### src/source/dotp_pkg.sv
package dotp_pkg;

  // --------------------------------------------------
  // Widths and limits
  // --------------------------------------------------
  localparam int ELEM_W      = 32;
  localparam int ACC_W       = 64;
  localparam int ADDR_W      = 64;
  // Lanes per read beat, upper bound for VEC_LEN
  localparam int MAX_VEC_LEN = 8;
  localparam int BEAT_W      = ELEM_W * MAX_VEC_LEN;

  // --------------------------------------------------
  // Scalar types
  // --------------------------------------------------
  typedef logic signed [ELEM_W-1:0] elem_t;
  typedef logic signed [ACC_W-1:0]  acc_t;
  typedef logic [ADDR_W-1:0]        addr_t;
  // Lane k sits in 32-bit slot k
  typedef logic [BEAT_W-1:0]        beat_t;

  // --------------------------------------------------
  // Channel payloads
  // --------------------------------------------------
  typedef struct packed {
    addr_t addr;
  } rd_req_t;

  typedef struct packed {
    beat_t data;
  } rd_rsp_t;

  typedef struct packed {
    addr_t row_addr;
    addr_t col_addr;
  } dotp_cmd_t;

  // One row/column element pair for the MAC
  typedef struct packed {
    elem_t row;
    elem_t col;
    logic  last;
  } prod_pair_t;

endpackage

### src/source/axi_reg_slice.sv
`timescale 1ns/1ps

module axi_reg_slice #(
  parameter type payload_t = logic
) (
  input  logic     clk,
  input  logic     sync_rst_n,
  input  logic     in_valid,
  input  payload_t in_data,
  output logic     in_ready,
  output logic     out_valid,
  output payload_t out_data,
  input  logic     out_ready
);

  logic [1:0] count_q;
  payload_t   head_q;
  payload_t   tail_q;
  logic       push;
  logic       pop;

  // Ready depends only on occupancy, so the input side is fully registered
  assign in_ready  = (count_q != 2'd2);
  assign out_valid = (count_q != 2'd0);
  assign out_data  = head_q;

  assign push = in_valid && in_ready;
  assign pop  = out_valid && out_ready;

  always_ff @(posedge clk or negedge sync_rst_n) begin
    if (!sync_rst_n) begin
      count_q <= 2'd0;
    end else if (push && !pop) begin
      count_q <= count_q + 2'd1;
    end else if (pop && !push) begin
      count_q <= count_q - 2'd1;
    end
  end

  // Head is what the consumer sees, tail is the skid entry
  always_ff @(posedge clk) begin
    if (pop) begin
      if (count_q == 2'd2) begin
        head_q <= tail_q;
      end else if (push) begin
        head_q <= in_data;
      end
    end else if (push) begin
      if (count_q == 2'd0) begin
        head_q <= in_data;
      end else begin
        tail_q <= in_data;
      end
    end
  end

endmodule

### src/source/dotp_host_if.sv
`timescale 1ns/1ps

module dotp_host_if import dotp_pkg::*; (
  input  logic      clk,
  input  logic      sync_rst_n,
  input  logic      start_req,
  input  dotp_cmd_t cmd,
  output logic      start_ack,
  output acc_t      result,
  output logic      job_start,
  output dotp_cmd_t job_cmd,
  input  logic      acc_done,
  input  acc_t      acc_sum,
  input  logic      flr_assert,
  output logic      flr_done
);

  typedef enum logic [1:0] {
    ST_IDLE,
    ST_BUSY,
    ST_ACKED
  } state_t;

  state_t state_q;
  logic   flr_assert_q;

  // --------------------------------------------------
  // Four-phase job handshake
  // --------------------------------------------------
  assign start_ack = (state_q == ST_ACKED);

  always_ff @(posedge clk or negedge sync_rst_n) begin
    if (!sync_rst_n) begin
      state_q   <= ST_IDLE;
      job_start <= 1'b0;
      result    <= '0;
    end else begin
      job_start <= 1'b0;
      case (state_q)
        ST_IDLE: begin
          // req was low when we left ACKED, so high here is a new job
          if (start_req) begin
            job_start <= 1'b1;
            state_q   <= ST_BUSY;
          end
        end
        ST_BUSY: begin
          if (acc_done) begin
            result  <= acc_sum;
            state_q <= ST_ACKED;
          end
        end
        default: begin
          if (!start_req) begin
            state_q <= ST_IDLE;
          end
        end
      endcase
    end
  end

  // Command held for the engine for the whole job
  always_ff @(posedge clk) begin
    if (state_q == ST_IDLE && start_req) begin
      job_cmd <= cmd;
    end
  end

  // --------------------------------------------------
  // Function reset response
  // --------------------------------------------------
  always_ff @(posedge clk or negedge sync_rst_n) begin
    if (!sync_rst_n) begin
      flr_assert_q <= 1'b0;
      flr_done     <= 1'b0;
    end else begin
      flr_assert_q <= flr_assert;
      flr_done     <= flr_assert_q && !flr_done;
    end
  end

endmodule

### src/source/dotp_mac.sv
`timescale 1ns/1ps

module dotp_mac import dotp_pkg::*; #(
  parameter int VEC_LEN = 8
) (
  input  logic       clk,
  input  logic       sync_rst_n,
  input  logic       job_start,
  input  logic       pair_valid,
  input  prod_pair_t pair,
  output logic       acc_done,
  output acc_t       acc_sum
);

  acc_t prod_q;
  logic prod_valid_q;
  logic prod_last_q;
  acc_t acc_q;

  // Element index has to fit the lanes of one beat
  if (VEC_LEN < 2 || VEC_LEN > MAX_VEC_LEN) begin : g_vec_len_chk
    $error("dotp_mac: VEC_LEN must be in 2..%0d", MAX_VEC_LEN);
  end

  assign acc_sum = acc_q;

  // --------------------------------------------------
  // Stage 1: signed product
  // --------------------------------------------------
  always_ff @(posedge clk or negedge sync_rst_n) begin
    if (!sync_rst_n) begin
      prod_valid_q <= 1'b0;
      prod_last_q  <= 1'b0;
    end else begin
      prod_valid_q <= pair_valid;
      prod_last_q  <= pair_valid && pair.last;
    end
  end

  always_ff @(posedge clk) begin
    prod_q <= acc_t'(pair.row) * acc_t'(pair.col);
  end

  // --------------------------------------------------
  // Stage 2: accumulate
  // --------------------------------------------------
  always_ff @(posedge clk or negedge sync_rst_n) begin
    if (!sync_rst_n) begin
      acc_q    <= '0;
      acc_done <= 1'b0;
    end else begin
      acc_done <= prod_valid_q && prod_last_q;
      if (job_start) begin
        acc_q <= '0;
      end else if (prod_valid_q) begin
        acc_q <= acc_q + prod_q;
      end
    end
  end

endmodule

### src/source/dotp_rd_req.sv
`timescale 1ns/1ps

module dotp_rd_req import dotp_pkg::*; #(
  parameter int VEC_LEN    = 8,
  parameter int COL_STRIDE = 64
) (
  input  logic      clk,
  input  logic      sync_rst_n,
  input  logic      job_start,
  input  dotp_cmd_t job_cmd,
  output logic      req_valid,
  output rd_req_t   req,
  input  logic      req_ready
);

  localparam int CNT_W = $clog2(VEC_LEN);

  logic             row_phase_q;
  logic [CNT_W-1:0] col_cnt_q;
  rd_req_t          req_q;
  logic             req_fire;

  assign req_fire = req_valid && req_ready;
  assign req      = req_q;

  // --------------------------------------------------
  // Sequencing: one row read, then VEC_LEN column reads
  // --------------------------------------------------
  always_ff @(posedge clk or negedge sync_rst_n) begin
    if (!sync_rst_n) begin
      req_valid   <= 1'b0;
      row_phase_q <= 1'b0;
      col_cnt_q   <= '0;
    end else if (job_start) begin
      req_valid   <= 1'b1;
      row_phase_q <= 1'b1;
      col_cnt_q   <= '0;
    end else if (req_fire) begin
      if (row_phase_q) begin
        row_phase_q <= 1'b0;
      end else if (col_cnt_q == CNT_W'(VEC_LEN - 1)) begin
        req_valid <= 1'b0;
      end else begin
        col_cnt_q <= col_cnt_q + 1'b1;
      end
    end
  end

  // Address only moves on a transfer, so it stays put across stalls
  always_ff @(posedge clk) begin
    if (job_start) begin
      req_q.addr <= job_cmd.row_addr;
    end else if (req_fire) begin
      if (row_phase_q) begin
        req_q.addr <= job_cmd.col_addr;
      end else begin
        req_q.addr <= req_q.addr + addr_t'(COL_STRIDE);
      end
    end
  end

endmodule

### src/source/dotp_rd_rsp.sv
`timescale 1ns/1ps

module dotp_rd_rsp import dotp_pkg::*; #(
  parameter int VEC_LEN = 8
) (
  input  logic       clk,
  input  logic       sync_rst_n,
  input  logic       job_start,
  input  logic       rsp_valid,
  input  rd_rsp_t    rsp,
  output logic       rsp_ready,
  output logic       pair_valid,
  output prod_pair_t pair
);

  localparam int IDX_W = $clog2(VEC_LEN);

  elem_t            row_q [VEC_LEN];
  logic             want_row_q;
  logic [IDX_W-1:0] idx_q;
  logic             rsp_fire;
  logic             idx_last;

  // Never stalls, the slice in front absorbs memory timing
  assign rsp_ready = 1'b1;
  assign rsp_fire  = rsp_valid && rsp_ready;
  assign idx_last  = (idx_q == IDX_W'(VEC_LEN - 1));

  always_ff @(posedge clk or negedge sync_rst_n) begin
    if (!sync_rst_n) begin
      want_row_q <= 1'b0;
      idx_q      <= '0;
      pair_valid <= 1'b0;
    end else begin
      pair_valid <= 1'b0;
      if (job_start) begin
        want_row_q <= 1'b1;
        idx_q      <= '0;
      end else if (rsp_fire) begin
        if (want_row_q) begin
          want_row_q <= 1'b0;
        end else begin
          pair_valid <= 1'b1;
          idx_q      <= idx_last ? '0 : idx_q + 1'b1;
        end
      end
    end
  end

  // --------------------------------------------------
  // Row capture and column pairing
  // --------------------------------------------------
  always_ff @(posedge clk) begin
    if (rsp_fire && want_row_q) begin
      for (int i = 0; i < VEC_LEN; i++) begin
        row_q[i] <= elem_t'(rsp.data[i*ELEM_W +: ELEM_W]);
      end
    end
    if (rsp_fire && !want_row_q) begin
      // column element always arrives in lane 0
      pair.row  <= row_q[idx_q];
      pair.col  <= elem_t'(rsp.data[ELEM_W-1:0]);
      pair.last <= idx_last;
    end
  end

endmodule

### src/source/dotp_top.sv
`timescale 1ns/1ps

module dotp_top import dotp_pkg::*; #(
  parameter int VEC_LEN    = 8,
  parameter int COL_STRIDE = 64
) (
  input  logic      clk,
  input  logic      sync_rst_n,
  // Host job port
  input  logic      start_req,
  input  dotp_cmd_t cmd,
  output logic      start_ack,
  output acc_t      result,
  // Memory read channel
  output logic      mem_ar_valid,
  output rd_req_t   mem_ar,
  input  logic      mem_ar_ready,
  input  logic      mem_r_valid,
  input  rd_rsp_t   mem_r,
  output logic      mem_r_ready,
  // Function reset
  input  logic      flr_assert,
  output logic      flr_done
);

  logic       job_start;
  dotp_cmd_t  job_cmd;
  logic       acc_done;
  acc_t       acc_sum;
  logic       req_valid;
  logic       req_ready;
  rd_req_t    req;
  logic       rsp_valid;
  logic       rsp_ready;
  rd_rsp_t    rsp;
  logic       pair_valid;
  prod_pair_t pair;

  dotp_host_if u_host_if (
    .clk        (clk),
    .sync_rst_n (sync_rst_n),
    .start_req  (start_req),
    .cmd        (cmd),
    .start_ack  (start_ack),
    .result     (result),
    .job_start  (job_start),
    .job_cmd    (job_cmd),
    .acc_done   (acc_done),
    .acc_sum    (acc_sum),
    .flr_assert (flr_assert),
    .flr_done   (flr_done)
  );

  // --------------------------------------------------
  // Request path
  // --------------------------------------------------
  dotp_rd_req #(
    .VEC_LEN    (VEC_LEN),
    .COL_STRIDE (COL_STRIDE)
  ) u_rd_req (
    .clk        (clk),
    .sync_rst_n (sync_rst_n),
    .job_start  (job_start),
    .job_cmd    (job_cmd),
    .req_valid  (req_valid),
    .req        (req),
    .req_ready  (req_ready)
  );

  axi_reg_slice #(
    .payload_t (rd_req_t)
  ) u_ar_slice (
    .clk        (clk),
    .sync_rst_n (sync_rst_n),
    .in_valid   (req_valid),
    .in_data    (req),
    .in_ready   (req_ready),
    .out_valid  (mem_ar_valid),
    .out_data   (mem_ar),
    .out_ready  (mem_ar_ready)
  );

  // --------------------------------------------------
  // Response path and MAC
  // --------------------------------------------------
  axi_reg_slice #(
    .payload_t (rd_rsp_t)
  ) u_r_slice (
    .clk        (clk),
    .sync_rst_n (sync_rst_n),
    .in_valid   (mem_r_valid),
    .in_data    (mem_r),
    .in_ready   (mem_r_ready),
    .out_valid  (rsp_valid),
    .out_data   (rsp),
    .out_ready  (rsp_ready)
  );

  dotp_rd_rsp #(
    .VEC_LEN (VEC_LEN)
  ) u_rd_rsp (
    .clk        (clk),
    .sync_rst_n (sync_rst_n),
    .job_start  (job_start),
    .rsp_valid  (rsp_valid),
    .rsp        (rsp),
    .rsp_ready  (rsp_ready),
    .pair_valid (pair_valid),
    .pair       (pair)
  );

  dotp_mac #(
    .VEC_LEN (VEC_LEN)
  ) u_mac (
    .clk        (clk),
    .sync_rst_n (sync_rst_n),
    .job_start  (job_start),
    .pair_valid (pair_valid),
    .pair       (pair),
    .acc_done   (acc_done),
    .acc_sum    (acc_sum)
  );

endmodule

### config.mk
export PLATFORM = sky130hd
export DESIGN_NAME = dotp_top
export DESIGN_NICKNAME = d
export VERILOG_FILES = /design/src/source/dotp_pkg.sv /design/src/source/axi_reg_slice.sv /design/src/source/dotp_host_if.sv /design/src/source/dotp_mac.sv /design/src/source/dotp_rd_req.sv /design/src/source/dotp_rd_rsp.sv /design/src/source/dotp_top.sv
export SDC_FILE = /design/constraint.sdc
export NUM_CORES = 2
export LEC_CHECK = 0
export ABC_CLOCK_PERIOD_IN_PS = 14800
export BUFFER_PORTS_ARGS = -buffer_cell sky130_fd_sc_hd__buf_2
export CAP_MARGIN = 20
export CORE_ASPECT_RATIO = 1.25
export CORE_UTILIZATION = 35
export DETAILED_ROUTE_END_ITERATION = 12
export MAX_ROUTING_LAYER = met4
export PLACE_DENSITY = 0.49
export SYNTH_ARGS = -nofsm -noshare
export SYNTH_HDL_FRONTEND = slang
export SYNTH_SLANG_ARGS = --single-unit
### constraint.sdc
create_clock -name clk -period 14.8 [get_ports clk]
set_input_delay 2.96 -clock clk [delete_from_list [all_inputs] [get_ports clk]]
set_output_delay 2.96 -clock clk [all_outputs]
set_load 0.1 [all_outputs]
==> run summary <==
Yosys top cell by area - edfxtp_1
ratio of cells with drive above 1 in the final layout - 14.8%
count of input and output buffers - 521
FILL cells - 22000
DIE HEIGHT - 538 um
CTS tree - built
postcts setup bufs - 0
largest net degree at the start of global routing - 186
CTS root buf - clkbuf_16
synth warn - 0
main area contributors after synthesis - edfxtp_1 (33%), fa_1 (27%), and2_1 (5.9%)
first-pass GRT wire length - 320000 um
status - complete, no violations
Synth Area in Adders - 30.9%
critical path launch point type - register
Compound-Gate Fraction of Synth Area - 4.65%
synthesized instance count - 6687
number of synthesized flops with an enable pin - 897
DRT iter0 DRCs - 2732
area of the core - 0.228 mm2
RSZ-0062 raised after global routing - false
grt total ovfl - 0
count leader, synth - fa_1
area delta synth->final - 12.2%
endpoints failing setup - 0
Seq/Total Area, Yosys - 39.7%
post-synthesis xor/xnor area fraction - 1.95%
worst path required time - 15.45 ns
largest family of logic cells by synthesized area - adder cells
share of flip-flops with an asynchronous set or reset - 13.5%
routed vias - 48800
global-route usage over all layers - 18.3%
Hold Buf Count CTS - 0
slew margin rel. - 27.3%
total die area - 0.232 mm2
top fanout value on the critical path - 32
Initial Util - 35.3%
Final min period - 8.53 ns
CP arrival - 9.18 ns
Num CTS Buffers - 118
WS Path Type - reg2reg
H-tree Lvls - 3
Die W - 431 um
Synth top cells by count - fa_1 (1083), inv_1 (1042), edfxtp_1 (897), and2_1 (764), nand2_1 (650)
syn nets - 8414
worst min-delay path category - reg2reg
final setup skew - 0.0484 ns
Max-Cap Viols - 0
top_reg_cell synth - edfxtp_1
post-synth cell types - 90
I/O pin total - 522
Setup TNS - 0 ns
Slew @ Worst Pin - 1.09 ns
post-DR wirelength/cell - 19.9 um
drt drc - 0
Core Rows - 196
GP Congestion - 0.848
later-pin clock latency in the skew report - 0.78 ns
multiplexer area fraction after synthesis - 4.68%
antenna viol nets, final - 0
Final Max Tran Viols - 0
clk buf depth - 3
DPL Wire Length - 152000 um
DRT Wirelength - 204000 um
drt first pass iters - 6
Yosys reg bits - 1111
antenna violations before repair - 14
layout net count - 8823
Synth Cell Area - 0.0805 mm2
Post-Synth Simple-Gate Area - 11.8%
clk sinks - 1111
post-cts sizing count - 0
Max Clock Freq - 0.117 GHz
Worst setup EP type - register
final hold vios - 0
CTS clk-pin slew, worst paths - 0.06 ns
top cell type's share of synthesized area - 33.4%
period utilization - 57.6%
syn_area_per_cell - 12.0 um2
DR vias/cell - 4.75
vias in the first global route - 53400
==> metrics by stage <==
step                utilization (%)  worst slack [ns]  hold WS (ns)  instance area (um2)  std cells
finish                         39.6              6.27         0.406                90400      10300
global route                   39.6              5.79         0.393                90400      10300
CTS                            39.6              6.17         0.387                90300      10300
detailed placement             37.9              6.14         0.405                86500      10000
global placement               37.9              6.08         0.403                86500      10000
floorplan                         -              1.58         0.347                80500       6687
==> state kept, by name, summed over array words and instances (netlist names), 2 cells and up <==
| signal | count |
|---|---|
| u_ar_slice.count_q | 2 |
| u_ar_slice.out_data | 64 |
| u_ar_slice.tail_q | 64 |
| u_host_if.job_cmd | 128 |
| u_host_if.result | 64 |
| u_host_if.state_q | 2 |
| u_mac.acc_sum | 64 |
| u_mac.prod_q | 64 |
| u_r_slice.count_q | 2 |
| u_r_slice.out_data | 256 |
| u_rd_req.col_cnt_q | 3 |
| u_rd_req.req | 64 |
| u_rd_rsp.idx_q | 3 |
| u_rd_rsp.pair | 65 |
| u_rd_rsp.row_q | 256 |
==> cells by family after synthesis <==
| logic type | count (synthesis) |
|---|---|
| AND/OR/NAND/NOR | 1849 |
| XOR/XNOR | 179 |
| buffers and inverters | 1364 |
| AO/OA/AOI/OAI | 571 |
| flip-flops | 1111 |
| adder cells (fa/ha/maj) | 1337 |
| multiplexers | 276 |
==> worst max-delay path, cell delays in order, from the launching register on <==
cell,delay [ns]
edfxtp_1,1.02
and2_1,0.24
ha_1,0.28
fa_1,0.53
fa_1,0.88
inv_1,0.19
fa_1,0.56
inv_1,0.05
fa_1,0.51
inv_1,0.06
fa_1,0.41
inv_1,0.08
fa_1,0.43
fa_1,0.46
ha_1,0.43
a21oi_1,0.18
o21bai_1,0.10
a211oi_1,0.29
o21ai_0,0.18
nand3_1,0.11
nand2_1,0.08
a221oi_1,0.47
a211oi_1,0.19
o21ai_0,0.38
mux2i_1,0.24
nor2_1,0.06
==> per-layer routing <==
layer / routed length [um] / GRT usage (%)
met1: 94200 / 24.8
met5: 0 / -
met3: 10600 / 2.77
met2: 95700 / 29.2
met4: 3880 / 3.85
==> placed cells by master (no fill, tap or decap), types with 89 or more instances in the layout <==
master / Yosys / layout
clkbuf_16: 0 / 118
edfxtp_1: 897 / 897
buf_2: 14 / 520
and2_1: 764 / 764
fa_1: 1083 / 1083
a21oi_1: 185 / 185
dfrtp_1: 150 / 144
nand2_1: 650 / 650
a21o_1: 92 / 92
inv_1: 1042 / 1041
xnor2_1: 90 / 90
o21ai_0: 109 / 108
mux2_2: 162 / 162
nor2_1: 180 / 179
xor2_1: 89 / 89
ha_1: 254 / 254
==> path summary, 6_finish.rpt <==
check | from | to | slack [ns] | cells after the start
worst max-delay path | u_rd_rsp.pair[2]$_DFFE_PP_ | u_mac.prod_q[62]$_DFF_P_ | 6.27 | 25
worst min-delay path | u_r_slice.out_data[51]$_DFFE_PP_ | u_rd_rsp.row_q[1][19]$_DFFE_PP_ | 0.41 | 0
worst max register to register | u_rd_rsp.pair[2]$_DFFE_PP_ | u_mac.prod_q[62]$_DFF_P_ | 6.27 | 25
worst min register to register | u_r_slice.out_data[51]$_DFFE_PP_ | u_rd_rsp.row_q[1][19]$_DFFE_PP_ | 0.41 | 0
max in group asynchronous | sync_rst_n | u_rd_rsp.idx_q[1]$_DFFE_PN0P_ | 10.64 | 3
min in group asynchronous | sync_rst_n | u_host_if.result[20]$_DFFE_PN0P_ | 2.11 | 1
==> final cells by class <==
type | count | area [um2] | share of cell area, %
Sequential cell | 1111 | 32000 | 35.4
Tap cell | 3069 | 3840 | 4.25
Timing Repair Buffer | 610 | 3310 | 3.66
Multi-Input combinational cell | 4212 | 43500 | 48.1
Clock buffer | 156 | 3140 | 3.48
Antenna cell | 8 | 20.0 | 0.0221
Inverter | 1043 | 3920 | 4.33
Clock inverter | 65 | 684 | 0.757
Power is not shown: default switching activity piles up to over one toggle a cycle in this logic, so the estimate is an artifact.
